<file path="config.mk">
export PLATFORM = sky130hd
export DESIGN_NAME = ccc_top
export DESIGN_NICKNAME = d
export VERILOG_FILES = /design/src/source/ccc_pkg.sv /design/src/source/ccc_ctrl.sv /design/src/source/ccc_addr_match.sv /design/src/source/ccc_get_tx.sv /design/src/source/ccc_set_rx.sv /design/src/source/ccc_top.sv
export SDC_FILE = /design/constraint.sdc
export NUM_CORES = 1
export LEC_CHECK = 0
export BUFFER_PORTS_ARGS = -buffer_cell sky130_fd_sc_hd__buf_2
export CAP_MARGIN = 20
export CORE_ASPECT_RATIO = 0.5
export CORE_MARGIN = 1.5
export CORE_UTILIZATION = 55
export CTS_BUF_LIST = sky130_fd_sc_hd__clkbuf_2
export DETAILED_ROUTE_END_ITERATION = 16
export PLACE_DENSITY = 0.94
export SETUP_SLACK_MARGIN = 0.05
export SYNTH_ARGS = -nofsm -noshare
export SYNTH_HDL_FRONTEND = slang
export SYNTH_HIERARCHICAL = 1
export SYNTH_SLANG_ARGS = --single-unit
</file>
<file path="constraint.sdc">
create_clock -name clk_i -period 5 [get_ports clk_i]
set_clock_uncertainty 0.15 [all_clocks]
set_input_delay 1 -clock clk_i [delete_from_list [all_inputs] [get_ports clk_i]]
set_output_delay 1 -clock clk_i [all_outputs]
set_load 0.05 [all_outputs]
</file>
<file path="src/source/ccc_pkg.sv">
// CCC handler shared definitions
`default_nettype none

package ccc_pkg;

  typedef logic [7:0]  ccc_code_t;
  typedef logic [6:0]  addr7_t;
  typedef logic [7:0]  byte_t;
  typedef logic [15:0] len16_t;
  typedef logic [47:0] pid_t;

  localparam addr7_t RsvdAddr = 7'h7E;

  // Broadcast codes
  localparam ccc_code_t CccBcastEnec   = 8'h00;
  localparam ccc_code_t CccBcastDisec  = 8'h01;
  localparam ccc_code_t CccBcastRstdaa = 8'h06;
  localparam ccc_code_t CccBcastSetmwl = 8'h09;
  localparam ccc_code_t CccBcastSetmrl = 8'h0A;

  // Direct codes, bit 7 set
  localparam ccc_code_t CccDirectEnec      = 8'h80;
  localparam ccc_code_t CccDirectDisec     = 8'h81;
  localparam ccc_code_t CccDirectSetnewda  = 8'h88;
  localparam ccc_code_t CccDirectSetmwl    = 8'h89;
  localparam ccc_code_t CccDirectSetmrl    = 8'h8A;
  localparam ccc_code_t CccDirectGetmwl    = 8'h8B;
  localparam ccc_code_t CccDirectGetmrl    = 8'h8C;
  localparam ccc_code_t CccDirectGetpid    = 8'h8D;
  localparam ccc_code_t CccDirectGetbcr    = 8'h8E;
  localparam ccc_code_t CccDirectGetdcr    = 8'h8F;
  localparam ccc_code_t CccDirectGetstatus = 8'h90;

  typedef struct packed {
    logic rstart;
    logic stop;
  } bus_cond_t;

  typedef struct packed {
    byte_t data;
    logic  done;
  } bus_rx_t;

  typedef struct packed {
    logic req_bit;
    logic req_byte;
  } bus_rx_req_t;

  typedef struct packed {
    logic  req_byte;
    logic  req_bit;
    byte_t value;
    logic  sel_od_pp;
  } bus_tx_req_t;

  typedef struct packed {
    addr7_t sta_addr;
    logic   sta_valid;
    addr7_t dyn_addr;
    logic   dyn_valid;
  } target_addr_t;

  typedef struct packed {
    logic ibi;
    logic crr;
    logic hj;
  } ev_flags_t;

  typedef enum logic [3:0] {
    Idle,
    WaitCcc,
    RxTbit,
    RxByte,
    RxByteTbit,
    RxDirectAddr,
    TxAddrAck,
    RxData,
    RxDataTbit,
    TxData,
    TxDataTbit,
    WaitBusCond,
    NextCcc,
    DoneCcc
  } ccc_state_e;

endpackage

`default_nettype wire

</file>
<file path="src/source/ccc_ctrl.sv">
// CCC control FSM
`timescale 1ns/1ps
`default_nettype none

module ccc_ctrl (
  input  logic                 clk_i,
  input  logic                 rst_ni,
  input  ccc_pkg::ccc_code_t   ccc_i,
  input  logic                 ccc_valid_i,
  input  ccc_pkg::bus_cond_t   bus_cond_i,
  input  logic                 rx_done_i,
  input  logic                 tx_done_i,
  input  logic                 addr_ack_i,
  input  logic                 addr_rsvd_i,
  input  logic                 addr_ours_i,
  input  logic                 addr_rnw_i,
  input  ccc_pkg::byte_t       tx_byte_i,
  input  logic                 tx_last_i,
  output ccc_pkg::ccc_state_e  state_o,
  output ccc_pkg::ccc_code_t   code_o,
  output ccc_pkg::bus_rx_req_t rx_req_o,
  output ccc_pkg::bus_tx_req_t tx_req_o,
  output logic                 done_fsm_o,
  output logic                 next_ccc_o
);
  import ccc_pkg::*;

  ccc_state_e state_q;
  ccc_state_e state_d;
  ccc_code_t  code_q;
  logic       is_direct;

  assign is_direct = code_q[7];

  always_ff @(posedge clk_i or negedge rst_ni) begin
    if (!rst_ni) begin
      code_q <= '0;
    end else if (state_q == WaitCcc && ccc_valid_i) begin
      code_q <= ccc_i;
    end
  end

  always_comb begin
    state_d = state_q;
    case (state_q)
      Idle:    state_d = WaitCcc;
      WaitCcc: if (ccc_valid_i) state_d = RxTbit;
      RxTbit: begin
        if (rx_done_i) begin
          if (is_direct) state_d = RxByte;
          else if (code_q == CccBcastRstdaa) state_d = WaitBusCond;
          else state_d = RxData;
        end
      end
      // Sr here starts the address phase of a direct CCC
      RxByte: begin
        if (bus_cond_i.rstart) state_d = RxDirectAddr;
        else if (rx_done_i) state_d = RxByteTbit;
      end
      RxByteTbit:   if (rx_done_i) state_d = RxByte;
      RxDirectAddr: if (rx_done_i) state_d = TxAddrAck;
      TxAddrAck: begin
        if (tx_done_i) begin
          if (addr_rsvd_i) state_d = NextCcc;
          else if (addr_ours_i && addr_rnw_i) state_d = TxData;
          else if (addr_ours_i) state_d = RxData;
          else state_d = WaitBusCond;
        end
      end
      RxData: begin
        if (bus_cond_i.rstart) state_d = RxDirectAddr;
        else if (rx_done_i) state_d = RxDataTbit;
      end
      RxDataTbit: if (rx_done_i) state_d = RxData;
      TxData: begin
        if (bus_cond_i.rstart) state_d = RxDirectAddr;
        else if (tx_done_i) state_d = TxDataTbit;
      end
      TxDataTbit: begin
        if (bus_cond_i.rstart) state_d = RxDirectAddr;
        else if (tx_done_i) state_d = tx_last_i ? WaitBusCond : TxData;
      end
      WaitBusCond: if (bus_cond_i.rstart) state_d = RxDirectAddr;
      // Reserved address hands control back for another CCC
      NextCcc: state_d = WaitCcc;
      DoneCcc: state_d = Idle;
      default: state_d = Idle;
    endcase
  end

  // STOP ends any CCC
  always_ff @(posedge clk_i or negedge rst_ni) begin
    if (!rst_ni) begin
      state_q <= Idle;
    end else if (bus_cond_i.stop) begin
      state_q <= DoneCcc;
    end else begin
      state_q <= state_d;
    end
  end

  // Request levels per state
  always_comb begin
    rx_req_o = '0;
    tx_req_o = '0;
    case (state_q)
      RxTbit, RxByteTbit, RxDataTbit: rx_req_o.req_bit = 1'b1;
      RxByte, RxDirectAddr, RxData:   rx_req_o.req_byte = 1'b1;
      TxAddrAck: begin
        // ACK is low, sent open drain
        tx_req_o.req_bit = 1'b1;
        tx_req_o.value   = {7'd0, ~addr_ack_i};
      end
      TxData: begin
        tx_req_o.req_byte  = 1'b1;
        tx_req_o.value     = tx_byte_i;
        tx_req_o.sel_od_pp = 1'b1;
      end
      TxDataTbit: begin
        tx_req_o.req_bit   = 1'b1;
        tx_req_o.value     = {7'd0, ~tx_last_i};
        tx_req_o.sel_od_pp = 1'b1;
      end
      default: begin
      end
    endcase
  end

  assign state_o    = state_q;
  assign code_o     = code_q;
  assign done_fsm_o = (state_q == DoneCcc);
  assign next_ccc_o = (state_q == NextCcc);

endmodule

`default_nettype wire

</file>
<file path="src/source/ccc_addr_match.sv">
// Direct CCC address match
`timescale 1ns/1ps
`default_nettype none

module ccc_addr_match (
  input  logic                  clk_i,
  input  logic                  rst_ni,
  input  ccc_pkg::ccc_state_e   state_i,
  input  ccc_pkg::bus_rx_t      rx_i,
  input  ccc_pkg::target_addr_t target_i,
  output logic                  ack_o,
  output logic                  rsvd_o,
  output logic                  ours_o,
  output logic                  rnw_o,
  output logic                  ours_dyn_o
);
  import ccc_pkg::*;

  addr7_t addr_q;
  logic   rnw_q;
  logic   valid_q;
  logic   sta_hit;
  logic   dyn_hit;

  // Address is only meaningful until the next CCC begins
  always_ff @(posedge clk_i or negedge rst_ni) begin
    if (!rst_ni) begin
      addr_q  <= '0;
      rnw_q   <= 1'b0;
      valid_q <= 1'b0;
    end else if (state_i == RxDirectAddr && rx_i.done) begin
      addr_q  <= rx_i.data[7:1];
      rnw_q   <= rx_i.data[0];
      valid_q <= 1'b1;
    end else if (state_i == WaitCcc) begin
      valid_q <= 1'b0;
    end
  end

  assign sta_hit = target_i.sta_valid && (addr_q == target_i.sta_addr);
  assign dyn_hit = target_i.dyn_valid && (addr_q == target_i.dyn_addr);

  assign rsvd_o     = valid_q && (addr_q == RsvdAddr);
  assign ours_o     = valid_q && (sta_hit || dyn_hit);
  assign ours_dyn_o = valid_q && dyn_hit;
  assign ack_o      = rsvd_o || ours_o;
  assign rnw_o      = rnw_q;

endmodule

`default_nettype wire

</file>
<file path="src/source/ccc_get_tx.sv">
// Direct GET transmit datapath
`timescale 1ns/1ps
`default_nettype none

module ccc_get_tx #(
  parameter ccc_pkg::byte_t IbiPayload = 8'hFF
) (
  input  logic                clk_i,
  input  logic                rst_ni,
  input  ccc_pkg::ccc_state_e state_i,
  input  ccc_pkg::ccc_code_t  code_i,
  input  logic                tx_done_i,
  input  ccc_pkg::byte_t      get_bcr_i,
  input  ccc_pkg::byte_t      get_dcr_i,
  input  ccc_pkg::len16_t     get_mwl_i,
  input  ccc_pkg::len16_t     get_mrl_i,
  input  ccc_pkg::pid_t       get_pid_i,
  input  ccc_pkg::len16_t     get_status_i,
  output ccc_pkg::byte_t      tx_byte_o,
  output logic                tx_last_o
);
  import ccc_pkg::*;

  logic [2:0] cnt_q;
  logic [2:0] cnt_init;

  // Bytes to send per GET
  always_comb begin
    case (code_i)
      CccDirectGetbcr, CccDirectGetdcr:    cnt_init = 3'd1;
      CccDirectGetmwl, CccDirectGetstatus: cnt_init = 3'd2;
      CccDirectGetmrl:                     cnt_init = 3'd3;
      CccDirectGetpid:                     cnt_init = 3'd6;
      default:                             cnt_init = 3'd0;
    endcase
  end

  always_ff @(posedge clk_i or negedge rst_ni) begin
    if (!rst_ni) begin
      cnt_q <= '0;
    end else if (state_i == TxAddrAck) begin
      cnt_q <= cnt_init;
    end else if (state_i == TxData && tx_done_i && cnt_q != 3'd0) begin
      cnt_q <= cnt_q - 3'd1;
    end
  end

  // Count reaches zero once the final byte is out
  assign tx_last_o = (cnt_q == 3'd0);

  // Highest count holds the most significant byte
  always_comb begin
    tx_byte_o = '0;
    case (code_i)
      CccDirectGetbcr:    tx_byte_o = get_bcr_i;
      CccDirectGetdcr:    tx_byte_o = get_dcr_i;
      CccDirectGetmwl:    tx_byte_o = (cnt_q == 3'd2) ? get_mwl_i[15:8] : get_mwl_i[7:0];
      CccDirectGetstatus: tx_byte_o = (cnt_q == 3'd2) ? get_status_i[15:8] : get_status_i[7:0];
      CccDirectGetmrl: begin
        if (cnt_q == 3'd3) tx_byte_o = get_mrl_i[15:8];
        else if (cnt_q == 3'd2) tx_byte_o = get_mrl_i[7:0];
        else tx_byte_o = IbiPayload;
      end
      CccDirectGetpid: begin
        case (cnt_q)
          3'd6:    tx_byte_o = get_pid_i[47:40];
          3'd5:    tx_byte_o = get_pid_i[39:32];
          3'd4:    tx_byte_o = get_pid_i[31:24];
          3'd3:    tx_byte_o = get_pid_i[23:16];
          3'd2:    tx_byte_o = get_pid_i[15:8];
          default: tx_byte_o = get_pid_i[7:0];
        endcase
      end
      default: tx_byte_o = '0;
    endcase
  end

endmodule

`default_nettype wire

</file>
<file path="src/source/ccc_set_rx.sv">
// SET CCC receive datapath
`timescale 1ns/1ps
`default_nettype none

module ccc_set_rx (
  input  logic                clk_i,
  input  logic                rst_ni,
  input  ccc_pkg::ccc_state_e state_i,
  input  ccc_pkg::ccc_code_t  code_i,
  input  ccc_pkg::bus_rx_t    rx_i,
  input  logic                ccc_valid_i,
  input  logic                addr_rsvd_i,
  input  logic                addr_ours_dyn_i,
  output logic                set_mwl_o,
  output ccc_pkg::len16_t     mwl_o,
  output logic                set_mrl_o,
  output ccc_pkg::len16_t     mrl_o,
  output ccc_pkg::ev_flags_t  enec_o,
  output ccc_pkg::ev_flags_t  disec_o,
  output logic                rstdaa_o,
  output logic                set_newda_o,
  output ccc_pkg::addr7_t     newda_o
);
  import ccc_pkg::*;

  byte_t      data_q;
  logic [1:0] cnt_q;
  logic       tbit_done;
  logic       newda_hit;
  ev_flags_t  ev_byte;

  assign tbit_done = (state_i == RxDataTbit) && rx_i.done && !addr_rsvd_i;
  assign newda_hit = tbit_done && (code_i == CccDirectSetnewda) && (cnt_q == 2'd0) &&
                     addr_ours_dyn_i;
  assign ev_byte   = '{ibi: data_q[0], crr: data_q[1], hj: data_q[3]};

  always_ff @(posedge clk_i) begin
    if (state_i == RxData && rx_i.done) data_q <= rx_i.data;
    if (newda_hit) newda_o <= data_q[7:1];
  end

  // Data byte index, saturates past the longest SET
  always_ff @(posedge clk_i or negedge rst_ni) begin
    if (!rst_ni) begin
      cnt_q <= '0;
    end else if (ccc_valid_i || (state_i == RxDirectAddr && rx_i.done)) begin
      cnt_q <= '0;
    end else if (state_i == RxDataTbit && rx_i.done && cnt_q != 2'd3) begin
      cnt_q <= cnt_q + 2'd1;
    end
  end

  always_ff @(posedge clk_i or negedge rst_ni) begin
    if (!rst_ni) begin
      set_mwl_o   <= 1'b0;
      mwl_o       <= '0;
      set_mrl_o   <= 1'b0;
      mrl_o       <= '0;
      enec_o      <= '0;
      disec_o     <= '0;
      rstdaa_o    <= 1'b0;
      set_newda_o <= 1'b0;
    end else begin
      set_mwl_o   <= 1'b0;
      set_mrl_o   <= 1'b0;
      set_newda_o <= newda_hit;
      rstdaa_o    <= (state_i == RxTbit) && rx_i.done && (code_i == CccBcastRstdaa);
      if (tbit_done) begin
        case (code_i)
          // High byte first, pulse once the low byte lands
          CccBcastSetmwl, CccDirectSetmwl: begin
            if (cnt_q == 2'd0) mwl_o[15:8] <= data_q;
            if (cnt_q == 2'd1) begin
              mwl_o[7:0] <= data_q;
              set_mwl_o  <= 1'b1;
            end
          end
          CccBcastSetmrl, CccDirectSetmrl: begin
            if (cnt_q == 2'd0) mrl_o[15:8] <= data_q;
            if (cnt_q == 2'd1) begin
              mrl_o[7:0] <= data_q;
              set_mrl_o  <= 1'b1;
            end
          end
          CccBcastEnec, CccDirectEnec:   if (cnt_q == 2'd0) enec_o <= ev_byte;
          CccBcastDisec, CccDirectDisec: if (cnt_q == 2'd0) disec_o <= ev_byte;
          default: begin
          end
        endcase
      end
    end
  end

endmodule

`default_nettype wire

</file>
<file path="src/source/ccc_top.sv">
// CCC handler top level
`timescale 1ns/1ps
`default_nettype none

module ccc_top #(
  parameter ccc_pkg::byte_t IbiPayload = 8'hFF
) (
  input  logic                  clk_i,
  input  logic                  rst_ni,
  input  ccc_pkg::ccc_code_t    ccc_i,
  input  logic                  ccc_valid_i,
  input  ccc_pkg::bus_cond_t    bus_cond_i,
  input  ccc_pkg::bus_rx_t      bus_rx_i,
  input  logic                  tx_done_i,
  output ccc_pkg::bus_rx_req_t  rx_req_o,
  output ccc_pkg::bus_tx_req_t  tx_req_o,
  output logic                  done_fsm_o,
  output logic                  next_ccc_o,
  input  ccc_pkg::target_addr_t target_i,
  input  ccc_pkg::byte_t        get_bcr_i,
  input  ccc_pkg::byte_t        get_dcr_i,
  input  ccc_pkg::len16_t       get_mwl_i,
  input  ccc_pkg::len16_t       get_mrl_i,
  input  ccc_pkg::pid_t         get_pid_i,
  input  ccc_pkg::len16_t       get_status_i,
  output logic                  set_mwl_o,
  output ccc_pkg::len16_t       mwl_o,
  output logic                  set_mrl_o,
  output ccc_pkg::len16_t       mrl_o,
  output ccc_pkg::ev_flags_t    enec_o,
  output ccc_pkg::ev_flags_t    disec_o,
  output logic                  rstdaa_o,
  output logic                  set_newda_o,
  output ccc_pkg::addr7_t       newda_o
);
  import ccc_pkg::*;

  ccc_state_e state;
  ccc_code_t  code;
  byte_t      tx_byte;
  logic       tx_last;
  logic       addr_ack;
  logic       addr_rsvd;
  logic       addr_ours;
  logic       addr_rnw;
  logic       addr_ours_dyn;

  ccc_ctrl u_ctrl (
    .clk_i,
    .rst_ni,
    .ccc_i,
    .ccc_valid_i,
    .bus_cond_i,
    .rx_done_i   (bus_rx_i.done),
    .tx_done_i,
    .addr_ack_i  (addr_ack),
    .addr_rsvd_i (addr_rsvd),
    .addr_ours_i (addr_ours),
    .addr_rnw_i  (addr_rnw),
    .tx_byte_i   (tx_byte),
    .tx_last_i   (tx_last),
    .state_o     (state),
    .code_o      (code),
    .rx_req_o,
    .tx_req_o,
    .done_fsm_o,
    .next_ccc_o
  );

  ccc_addr_match u_addr_match (
    .clk_i,
    .rst_ni,
    .state_i    (state),
    .rx_i       (bus_rx_i),
    .target_i,
    .ack_o      (addr_ack),
    .rsvd_o     (addr_rsvd),
    .ours_o     (addr_ours),
    .rnw_o      (addr_rnw),
    .ours_dyn_o (addr_ours_dyn)
  );

  ccc_get_tx #(
    .IbiPayload (IbiPayload)
  ) u_get_tx (
    .clk_i,
    .rst_ni,
    .state_i   (state),
    .code_i    (code),
    .tx_done_i,
    .get_bcr_i,
    .get_dcr_i,
    .get_mwl_i,
    .get_mrl_i,
    .get_pid_i,
    .get_status_i,
    .tx_byte_o (tx_byte),
    .tx_last_o (tx_last)
  );

  ccc_set_rx u_set_rx (
    .clk_i,
    .rst_ni,
    .state_i         (state),
    .code_i          (code),
    .rx_i            (bus_rx_i),
    .ccc_valid_i,
    .addr_rsvd_i     (addr_rsvd),
    .addr_ours_dyn_i (addr_ours_dyn),
    .set_mwl_o,
    .mwl_o,
    .set_mrl_o,
    .mrl_o,
    .enec_o,
    .disec_o,
    .rstdaa_o,
    .set_newda_o,
    .newda_o
  );

endmodule

`default_nettype wire

</file>
==> After elaboration in Yosys (flattened, before gate mapping) <==
Index checks and enable logic that the tools add are counted.
{ "totals": {"reg_bits": 83, "latch_bits": 0, "mem_bits_rw": 0, "mem_bits_ro": 0, "word_cells": 172, "n_memories": 0} }
{ "op_classes": {"addsub": 2, "multipliers": 0, "div": 0, "magnitude_cmp": 0, "eq_ne": 49, "shift": 0, "muxes": 47, "bitwise_logic": 2, "n_reduce_logical": 49} }
{ "op_table": {"columns": ["operator", "n"], "rows": [
  ["$eq 8x8->1 const B", 11],
  ["$mux 4", 21],
  ["$pmux 4 s12", 1],
  ["$pmux 8 s6", 1],
  ["$pmux 8 s5", 1],
  ["$mux 8", 4],
  ["$eq 4x4->1 const B", 6],
  ["$pmux 8 s3", 1],
  ["$ne 3x3->1 const B", 7],
  ["$logic_and 1x1->1", 19],
  ["$reduce_and 3->1", 6],
  ["$reduce_or 2->1", 9],
  ["$eq 4x3->1 const B", 4],
  ["$eq 8x4->1 const B", 2],
  ["$ne 4x4->1 const B", 4],
  ["$eq 7x7->1", 2],
  ["$mux 1", 12],
  ["$pmux 3 s4", 1],
  ["$reduce_and 11->1", 1],
  ["$eq 3x3->1 const B", 3],
  ["$eq 4x2->1 const B", 2],
  ["$eq 8x1->1 const B", 1],
  ["$eq 8x3->1 const B", 1],
  ["$logic_not 8->1", 1],
  ["18 further kinds", 28]
]} }

==> Logic depth before layout (Yosys ltp) <==
Gate-level depths: netlist (run 1).
{ "logic_depth": {"depth_word": 10, "ltp_mapped": 9, "depth_no_buf": 9} }

==> By module <==
Netlist (run 1), hierarchy kept.
{ "by_module_without_submodules": {"columns": ["mod", "instances", "cells_per_inst", "area_per_inst_um2", "seq_area_each_um2"], "rows": [
  ["ccc_set_rx", 1, 143, 2336.0, 1551.5],
  ["ccc_get_tx", 1, 218, 1527.7, 75.1],
  ["ccc_ctrl", 1, 112, 1007.2, 300.3],
  ["ccc_addr_match", 1, 49, 563.0, 225.2]
]} }

==> Least setup slack after synthesis (run 1) <==
Ideal clock, no wire load.
{ "synth_path": {"path_type": "input port to output port", "startpoint": "in target_i[3] (netlist bit)", "endpoint": "out tx_req_o[1] (netlist bit)", "arrival_time_ns": 2.222, "required_ns": 3.850, "setup_slack_ns": 1.628, "stages": 6, "n_path_buf": 0, "path_cell_list": "xnor2_1 nand3_1 or4_4 o211ai_1 o22ai_1 a22o_1"} }
{ "synth_rtl": {"columns": ["element", "line_no", "rtl"], "rows": [
  ["from (decl)", "ccc_top.sv:19", "input ccc_pkg::target_addr_t target_i,"],
  ["to (decl)", "ccc_top.sv:16", "output ccc_pkg::bus_tx_req_t tx_req_o,"]
]} }

==> summary.txt, run 1 <==
Job
  – Max-cap violations: 0

Floorplan
  – Core footprint: 9509 um2
  – IO Pins: 215
  – Die area: 10520 um2
  – Die height: 73.29 um
  – Die W: 143.6 um
  – Initial Utilization: 57.14%
  – Rows: 25

Placement
  – Gpl congestion: 0.9187
  – Post-DP HPWL: 11.21 mm
  – Port bufs: 214

STA
  – Maximum clock rate: 227.0 MHz
  – Unrepaired setup endpoints after global routing: false
  – Post-route clock period utilization: 88.10%
  – Fin. Hold Viols: 0
  – Worst slew margin: 29.74%
  – Final Max Tran Viols: 0
  – WHS: 0.3006 ns
  – Worst slew pin tran: 1.045 ns
  – Setup tns final: 0 ns
  – Tmin final: 4.405 ns
  – Setup Viol. Count Final: 0

Cells and area
  – Final Core Density: 69.79%
  – Antenna diode instance count: 0
  – Fillers: 765
  – NumNets Final: 884
  – Layout cells sized above 1: 45.34%
  – Area delta synth->final: 22.13%

Yosys
  – Post-Syn Area: 5434 um2
  – Sequential share of the synthesized area: 39.60%
  – Mux contribution to synthesized area: 13.79%
  – Asr flop ratio synth: 81.93%
  – Post-Synth Adder-Cell Area: 1.842%
  – Mapped Cells: 522
  – Synth Area in Compound Gates: 13.88%
  – Synth Area in XOR/XNOR: 2.717%
  – Synth Flop Type: dfrtp_1
  – Synth Register Bits: 83
  – Synthesis Warnings: 6
  – Synth cell types: 75
  – Simple-gate share of the synthesized area: 23.44%
  – Mean Syn Cell Area: 10.41 um2
  – EDFF count, synth: 15
  – Largest family of logic cells by synthesized area: simple AND/OR/NAND/NOR gates
  – Post-synth net total: 681

Clocking
  – # H-tree levels: 3
  – Sink Count: 83
  – Clock Latency Late Sink: 0.51 ns
  – Clock slew at reported path FFs: 0.22 ns
  – Maximum clock insertion buffer count: 2
  – Root buffer cell: clkbuf_2
  – Cts hold-fix bufs: 0
  – Num CTS Buffers: 9
  – Post-CTS Setup Inserts: 0
  – CTS tree: yes
  – Cts repair resizes: 0

Route
  – # DRC: 0
  – WL final: 14.72 mm
  – Routed length per instance: 17.02 um
  – Final ANT Viol Nets: 0
  – DRT iter0 DRCs: 307
  – DR vias/cell: 5.791
  – Via count: 5009
  – Pre-Repair DR Iteration Count: 5

Critical path
  – Worst Setup End Kind: output pin
  – Req. time, crit path: 3.85 ns
  – Critical path fanouts, max: 33
  – Max stage delay on crit path: 0.51 ns
  – Worst path cell trace: inv_1, ha_1, buf_4, nor2b_4, mux2_2, a32oi_1, o211ai_1, a22o_1, buf_2
  – Worst Path Class, Setup: flop to output pin
  – Crit-path slowest cell: nor2b_4
  – Startpoint types: flop
  – Critical Path AT: 3.26 ns

Pwr
  – P_leak: 3.171 nW
  – Pwr Density: 431.4 nW/um2
  – Worst vdd ir: 0.2518 mV

Global route
  – GR Util All Layers: 27.73%
  – Grt ovf: 0
  – Largest net degree at the start of global routing: 44
  – Vias in the first global route: 4772
  – Initial antenna violation count: 0
  – First-pass GRT wire length: 22.76 mm

Outcome
  – Status: complete, no violations

Worst hold path
  – HP Class: input pin to asynchronous set/reset pin
-- state kept, by name, indices dropped and copies added, names as in the netlist, 2 cells and up --
signal / flops
u_ctrl/state_o: 4
u_addr_match/addr_q: 7
u_set_rx/disec_o: 3
u_set_rx/enec_o: 3
u_get_tx/cnt_q: 3
u_set_rx/mwl_o: 16
u_ctrl/code_o: 8
u_set_rx/cnt_q: 2
u_set_rx/mrl_o: 16
u_set_rx/data_q: 8
u_set_rx/newda_o: 7
-- kinds of logic after synthesis --
| kind of cell | Yosys count |
|---|---|
| AOI/OAI and AO/OA | 113 |
| xor gates and xnor gates | 16 |
| adders and majority gates | 8 |
| buffers and inverters | 44 |
| DFF | 83 |
| muxes | 67 |
| and+or+nand+nor | 191 |
-- stage by stage --
step	total power, mW	cells	setup WS [ns]	cell area (um2)
4_1_cts	2.852	865	0.5911	6636
2_1_floorplan	2.221	522	1.628	5434
5_1_grt	3.053	865	0.3332	6636
3_5_place_dp	2.497	849	1.209	6514
6_report	2.863	865	0.5949	6636
3_3_place_gp	2.441	849	1.284	6514
-- path summary, 6_finish.rpt --
path | slack [ns] | startpoint | endpoint | cells after the start
setup / recovery | 0.59 | u_get_tx/cnt_q[0] | tx_req_o[1] | 9
hold / removal | 0.30 | rst_ni | u_ctrl/code_o[3] | 1
setup reg to reg | 1.78 | u_addr_match/addr_q[3] | u_set_rx/newda_o[6] | 6
hold reg to reg | 0.37 | u_set_rx/mwl_o[1] | u_set_rx/mwl_o[1] | 1
max in group asynchronous | 3.44 | rst_ni | u_set_rx/mwl_o[0] | 2
min in group clk_i | 0.37 | u_set_rx/mwl_o[1] | u_set_rx/mwl_o[1] | 1
-- critical path, delay by kind of cell (launching register included) --
family,cells,cell delay (ns)
buffers and inverters,3,0.63
multiplexers,1,0.39
flip-flops,1,0.45
AND/OR/NAND/NOR,1,0.51
adder cells (fa/ha/maj),1,0.17
AO/OA/AOI/OAI,3,0.59
-- cells in the mapped netlist, drive strengths merged, types with 10 or more instances --
cell / count / area share (%)
dfrtp: 68 / 31
mux2: 63 / 13
a21oi: 31 / 2.9
nand2: 30 / 2.1
nor2: 28 / 2.3
o21ai: 25 / 2.3
inv: 20 / 1.4
nor2b: 16 / 2.1
clkbuf: 15 / 2.0
edfxtp: 15 / 8.3
nand2b: 14 / 1.7
nand3: 13 / 1.2
nor3b: 13 / 2.0
xnor2: 11 / 1.8
nand4: 10 / 1.3
or2b: 10 / 1.6
-- power breakdown --
group	internal [mW]	switching (mW)
logic	0.609	0.754
clock network	0.123	0.235
registers	0.808	0.334
total	1.54	1.32
-- layer usage --
metal	part of all wire, %	up-vias	GRT usage, %	routed length (um)
li1	-	2346	-	-
met3	6.5	26	5.671	963
met4	1.5	0	8.957	224
met1	41	2452	33.32	6050
met5	0	-	0	0
met2	51	185	50.69	7481
-- cells in the final DEF, fill, tap and decap left out, drive strengths merged, types with 7 or more instances in the layout --
cell type    n
nand2       30
nand4       10
o211ai       9
and2         7
nand2b      14
a21oi       31
mux2        63
nor2        28
nor3b       13
or3          9
edfxtp      15
nor2b       16
a221oi       8
clkbuf      10
dfrtp       68
or2b        10
ha           8
buf        216
inv         22
a22oi        8
xnor2       11
a32oi        8
nand3       13
a31oi        9
o21ai       25
-- area by class of cell --
class                           instances  area [um2]  share of cell area, %
Timing Repair Buffer                  216        1086                  16.36
Multi-Input combinational cell        395        3032                  45.68
Sequential cell                        83        2152                  32.43
Clock inverter                          6       72.57                  1.094
Inverter                               20       75.07                  1.131
Clock buffer                           10       50.05                 0.7541
Tap cell                              135       168.9                  2.545
(Power assumes the default switching activity.)
==> inputs of run 2 (changes only) <==
--- a/config.mk
+++ b/config.mk
@@ -13,6 +13,7 @@
 export CTS_BUF_LIST = sky130_fd_sc_hd__clkbuf_2
 export DETAILED_ROUTE_END_ITERATION = 16
 export PLACE_DENSITY = 0.94
+export RECOVER_POWER = 100
 export SETUP_SLACK_MARGIN = 0.05
 export SYNTH_ARGS = -nofsm -noshare
 export SYNTH_HDL_FRONTEND = slang
==> summary.txt, run 2 (synthesized netlist as in run 1, its figures left out) <==
Global route
  – First-pass GRT wire length: 22.76 mm
  – Vias in the first global route: 4772
  – Initial antenna violation count: 0
  – GR Util All Layers: 27.73%
  – Largest net degree at the start of global routing: 44
  – Grt ovf: 0

Route
  – Pre-Repair DR Iteration Count: 5
  – Via count: 4988
  – Routed length per instance: 16.97 um
  – # DRC: 0
  – DRT iter0 DRCs: 272
  – Final ANT Viol Nets: 0
  – DR vias/cell: 5.766
  – WL final: 14.68 mm

Clocking
  – Cts repair resizes: 0
  – Clock slew at reported path FFs: 0.23 ns
  – Cts hold-fix bufs: 0
  – CTS tree: yes
  – Clock Latency Late Sink: 0.51 ns
  – Sink Count: 83
  – Post-CTS Setup Inserts: 0
  – Maximum clock insertion buffer count: 2
  – Num CTS Buffers: 9
  – Root buffer cell: clkbuf_2
  – # H-tree levels: 3

Worst hold path
  – Worst Hold Endpoint: u_set_rx/mwl_o[1]
  – HP Start: u_set_rx/mwl_o[1]
  – Hold Path Depth: 1
  – HP Class: flop to flop

Job
  – Max-cap violations: 3

Critical path
  – Reg-to-reg setup timing slack: 1.03 ns
  – Worst Setup End Kind: output pin
  – FF-to-FF End: u_set_rx/newda_o[0]
  – Register-to-Register Path Depth: 3
  – Worst Path Class, Setup: flop to output pin
  – Req. time, crit path: 3.85 ns
  – Critical path fanouts, max: 33
  – Startpoint types: flop
  – R2R Path Start: u_ctrl/state_o[3]
  – Critical Path AT: 3.26 ns

Pwr
  – Power, Total: 2.820 mW
  – Worst vdd ir: 0.2500 mV
  – P_leak: 2.867 nW
  – Pwr Density: 434.5 nW/um2

Cells and area
  – Layout cells sized above 1: 34.93%
  – Commonest non-fill, non-tap cell in the layout: buf_2
  – Most frequent cells in the layout: buf_2, clkbuf_1, dfrtp_1
  – Area delta synth->final: 19.41%
  – Largest registers: u_set_rx/mrl_o: 16 flops, u_set_rx/mwl_o: 16 flops
  – Antenna diode instance count: 0
  – Final Core Density: 68.24%
  – NumNets Final: 884

STA
  – Fin. Hold Viols: 0
  – Worst slew margin: -48.17%
  – Setup tns final: 0 ns
  – Final Max Tran Viols: 62
  – Worst slew pin tran: 2.223 ns
  – Post-route clock period utilization: 88.26%
  – Maximum clock rate: 226.6 MHz
  – Unrepaired setup endpoints after global routing: false
  – Tmin final: 4.413 ns
  – Setup Viol. Count Final: 0

Floorplan
  – Die area: 10520 um2
  – Die height: 73.29 um
  – Die W: 143.6 um
  – Initial Utilization: 57.14%
  – Rows: 25
  – IO Pins: 215
  – Core footprint: 9509 um2

Placement
  – Gpl congestion: 0.9187
  – Port bufs: 214
  – Post-DP HPWL: 11.21 mm

Outcome
  – Failing checks: capacitance limit, slew limit
  – Status: complete, but fails checks
run 2: worst max-delay path by stage:
stage | start | to | slack [ns] | depth (start not counted)
6_report | u_get_tx/cnt_q[0] | tx_req_o[1] | 0.59 | 9
5_1_grt | u_ctrl/code_o[2] | tx_req_o[2] | 0.24 | 6
4_1_cts | u_get_tx/cnt_q[0] | tx_req_o[1] | 0.59 | 9
3_5_place_dp | u_get_tx/cnt_q[0] | tx_req_o[1] | 1.21 | 9
3_3_place_gp | u_get_tx/cnt_q[0] | tx_req_o[1] | 1.28 | 9
2_1_floorplan | target_i[3] | tx_req_o[1] | 1.63 | 6
run 2: power by group:
group / internal, mW / total, mW / switching, mW
clock: 0.123 / 0.356 / 0.233
combinational: 0.583 / 1.33 / 0.743
sequential: 0.808 / 1.14 / 0.329
total: 1.51 / 2.82 / 1.30
run 2: layout make-up:
type | instances | area, um2
Clock inverter | 6 | 72.57
Multi-Input combinational cell | 395 | 2972
Fill cell | 819 | 3020
Timing Repair Buffer | 216 | 998.5
Inverter | 20 | 75.07
Tap cell | 135 | 168.9
Sequential cell | 83 | 2152
Clock buffer | 10 | 50.05
run 2: worst max-delay path, cell delays in order, from the launching register on:
cell	delay [ns]
dfrtp_1	0.45
inv_1	0.15
ha_1	0.17
buf_4	0.27
nor2b_4	0.51
mux2_2	0.39
a32oi_1	0.20
o211ai_1	0.17
a22o_1	0.23
buf_2	0.21
run 2: through the flow:
step                      instance area [um2]  std cells  hold slack (ns)  worst slack [ns]
after floorplan                          5434        522           0.3282             1.628
final                                    6489        865           0.3732            0.5871
after CTS                                6636        865           0.2890            0.5911
after detailed placement                 6514        849           0.3336             1.209
after global routing                     6489        865           0.4135            0.2426
after global placement                   6514        849           0.3140             1.284
run 2: per-layer routing:
| layer | GRT usage [%] | share of wire [%] |
|---|---|---|
| met1 | 33.32 | 40 |
| met2 | 50.69 | 51 |
| met3 | 5.671 | 7.3 |
| met4 | 8.957 | 1.7 |
| met5 | 0 | 0 |
==> inputs of run 3 (changes only) <==
--- a/config.mk
+++ b/config.mk
@@ -9,10 +9,10 @@
 export CAP_MARGIN = 20
 export CORE_ASPECT_RATIO = 0.5
 export CORE_MARGIN = 1.5
-export CORE_UTILIZATION = 55
+export CORE_UTILIZATION = 51
 export CTS_BUF_LIST = sky130_fd_sc_hd__clkbuf_2
 export DETAILED_ROUTE_END_ITERATION = 16
-export PLACE_DENSITY = 0.94
+export PLACE_DENSITY = 0.88
 export RECOVER_POWER = 100
 export SETUP_SLACK_MARGIN = 0.05
 export SYNTH_ARGS = -nofsm -noshare
==> constraint.sdc (replaced) <==
create_clock -name clk_i -period 4.6 [get_ports clk_i]
set_clock_uncertainty 0.15 [all_clocks]
set_input_delay 0.92 -clock clk_i [delete_from_list [all_inputs] [get_ports clk_i]]
set_output_delay 0.92 -clock clk_i [all_outputs]
set_load 0.05 [all_outputs]
==> summary.txt, run 3 (synthesized netlist as in run 1, its figures left out) <==
Clocking
  – Post-CTS Setup Inserts: 0
  – Root buffer cell: clkbuf_2
  – Num CTS Buffers: 9
  – Clock slew at reported path FFs: 0.22 ns
  – Maximum clock insertion buffer count: 2
  – CTS tree: yes
  – # H-tree levels: 3
  – Cts repair resizes: 0
  – Clock Latency Late Sink: 0.52 ns
  – Sink Count: 83
  – Cts hold-fix bufs: 0

Route
  – Pre-Repair DR Iteration Count: 5
  – WL final: 14.64 mm
  – Via count: 5041
  – Final ANT Viol Nets: 0
  – DR vias/cell: 5.755
  – # DRC: 0
  – DRT iter0 DRCs: 216
  – Routed length per instance: 16.71 um

Floorplan
  – Die height: 75.99 um
  – IO Pins: 215
  – Initial Utilization: 52.86%
  – Core footprint: 10280 um2
  – Die W: 149.0 um
  – Die area: 11320 um2
  – Rows: 26

Global route
  – GRT Max-Usage Layer: met2
  – Initial antenna violation count: 0
  – Grt met3 use: 5.389%
  – Met2 global-route usage: 44.68%
  – Vias in the first global route: 4728
  – Largest net degree at the start of global routing: 46
  – Grt ovf: 0
  – Grt met1 use: 31.63%
  – First-pass GRT wire length: 23.25 mm
  – GR Util All Layers: 25.62%

Cells and area
  – Fillers: 894
  – FF+latch area: 2152 um2
  – NumNets Final: 890
  – Area of the multi-input gates: 2965 um2
  – Antenna diode instance count: 0
  – Commonest non-fill, non-tap cell in the layout: buf_2
  – Layout cells sized above 1: 35.60%
  – Largest registers: u_set_rx/mrl_o: 16 flops, u_set_rx/mwl_o: 16 flops
  – Area delta synth->final: 19.71%
  – Most frequent cells in the layout: buf_2, dfrtp_1, clkbuf_1

Pwr
  – P_leak: 2.887 nW
  – Worst vdd ir: 0.1881 mV
  – Pwr Density: 464.7 nW/um2

Worst hold path
  – HP Start: u_set_rx/mwl_o[1]
  – Hold Path Depth: 1
  – Worst Hold Endpoint: u_set_rx/mwl_o[1]
  – HP Class: flop to flop

Critical path
  – Worst path cell trace: inv_1, ha_1, buf_4, nor2b_4, mux2_2, a32oi_1, o211ai_1, a22o_1, clkbuf_2
  – Worst Path Class, Setup: flop to output pin
  – Max stage delay on crit path: 0.50 ns
  – Critical Path AT: 3.28 ns
  – Crit-path slowest cell: nor2b_4
  – Req. time, crit path: 3.53 ns
  – Worst Setup End Kind: output pin
  – Critical path fanouts, max: 33
  – R2R Path Start: u_ctrl/state_o[0]
  – Register-to-Register Path Depth: 3
  – Reg-to-reg setup timing slack: 1.17 ns
  – FF-to-FF End: u_set_rx/mwl_o[2]
  – Startpoint types: flop

STA
  – Worst slew pin tran: 2.195 ns
  – Setup Viol. Count Final: 0
  – Maximum clock rate: 230.0 MHz
  – Fin. Hold Viols: 0
  – PnR worst setup slack: 0.2518 ns
  – Post-route clock period utilization: 94.53%
  – Unrepaired setup endpoints after global routing: false
  – Worst slew margin: -46.34%
  – Final Max Tran Viols: 53
  – Setup tns final: 0 ns
  – Tmin final: 4.348 ns

Outcome
  – Status: complete, but fails checks
  – Failing checks: capacitance limit, slew limit

Placement
  – Port bufs: 214
  – Post-DP HPWL: 11.12 mm
  – Place WS: 0.8689 ns
  – Gpl congestion: 0.9096

Job
  – Max-cap violations: 2
-- run 3: cell types whose count changed in the layout (fill, tap and decap cells not counted), sizes merged --
cell         previous run  this run
clkinvlp                1         2
inv                    22        21
bufinv                  1         0
clkbuf                 78        84
dlygate4sd3             0         1
-- run 3: area by class of cell --
cell class              count  area share (%)
repair buffers            222           16.06
flip-flops and latches     83           33.08
clock inverters             5          0.5770
well taps                 140           2.693
multi-input cells         395           45.59
inverters                  20           1.154
clock buffers              11          0.8463
-- run 3: worst max-delay path, delay by kind of cell, from the launching register on --
| family | cells | cell delay, ns |
|---|---|---|
| adders and majority gates | 1 | 0.16 |
| muxes | 1 | 0.39 |
| and+or+nand+nor | 1 | 0.50 |
| DFF | 1 | 0.45 |
| buffers and inverters | 3 | 0.65 |
| AOI/OAI and AO/OA | 3 | 0.60 |
-- run 3: worst max path at each step --
stage,startpoint,end,depth (start not counted)
final,u_get_tx/cnt_q[0],tx_req_o[1],9
after global routing,u_get_tx/cnt_q[0],tx_req_o[1],9
after CTS,u_get_tx/cnt_q[0],tx_req_o[1],9
after detailed placement,u_get_tx/cnt_q[0],tx_req_o[1],9
after global placement,u_get_tx/cnt_q[0],tx_req_o[1],9
after floorplan,target_i[3],tx_req_o[1],6
-- run 3: stage by stage --
step           utilization (%)  power (mW)  cells  hold slack, ns  area [um2]
2_1_floorplan                -       2.414    522          0.3282        5434
3_3_place_gp             63.72       2.676    858          0.3156        6550
3_5_place_dp             63.72       2.740    858          0.3221        6550
4_1_cts                  64.62       3.063    874          0.3475        6643
5_1_grt                  63.28       3.230    876          0.3507        6505
6_report                 63.28       3.023    876          0.3691        6505
-- run 3: where the power goes --
| group | internal, mW | switching, mW | leakage (nW) |
|---|---|---|---|
| sequential | 0.881 | 0.266 | 1.03 |
| clock | 0.0773 | 0.249 | 0.0585 |
| combinational | 0.645 | 0.905 | 1.80 |
-- run 3: per-layer routing --
metal | up-vias | wire (um)
li1 | 2364 | -
met1 | 2442 | 6021
met2 | 206 | 7383
met3 | 29 | 936
met4 | 0 | 293
met5 | - | 0
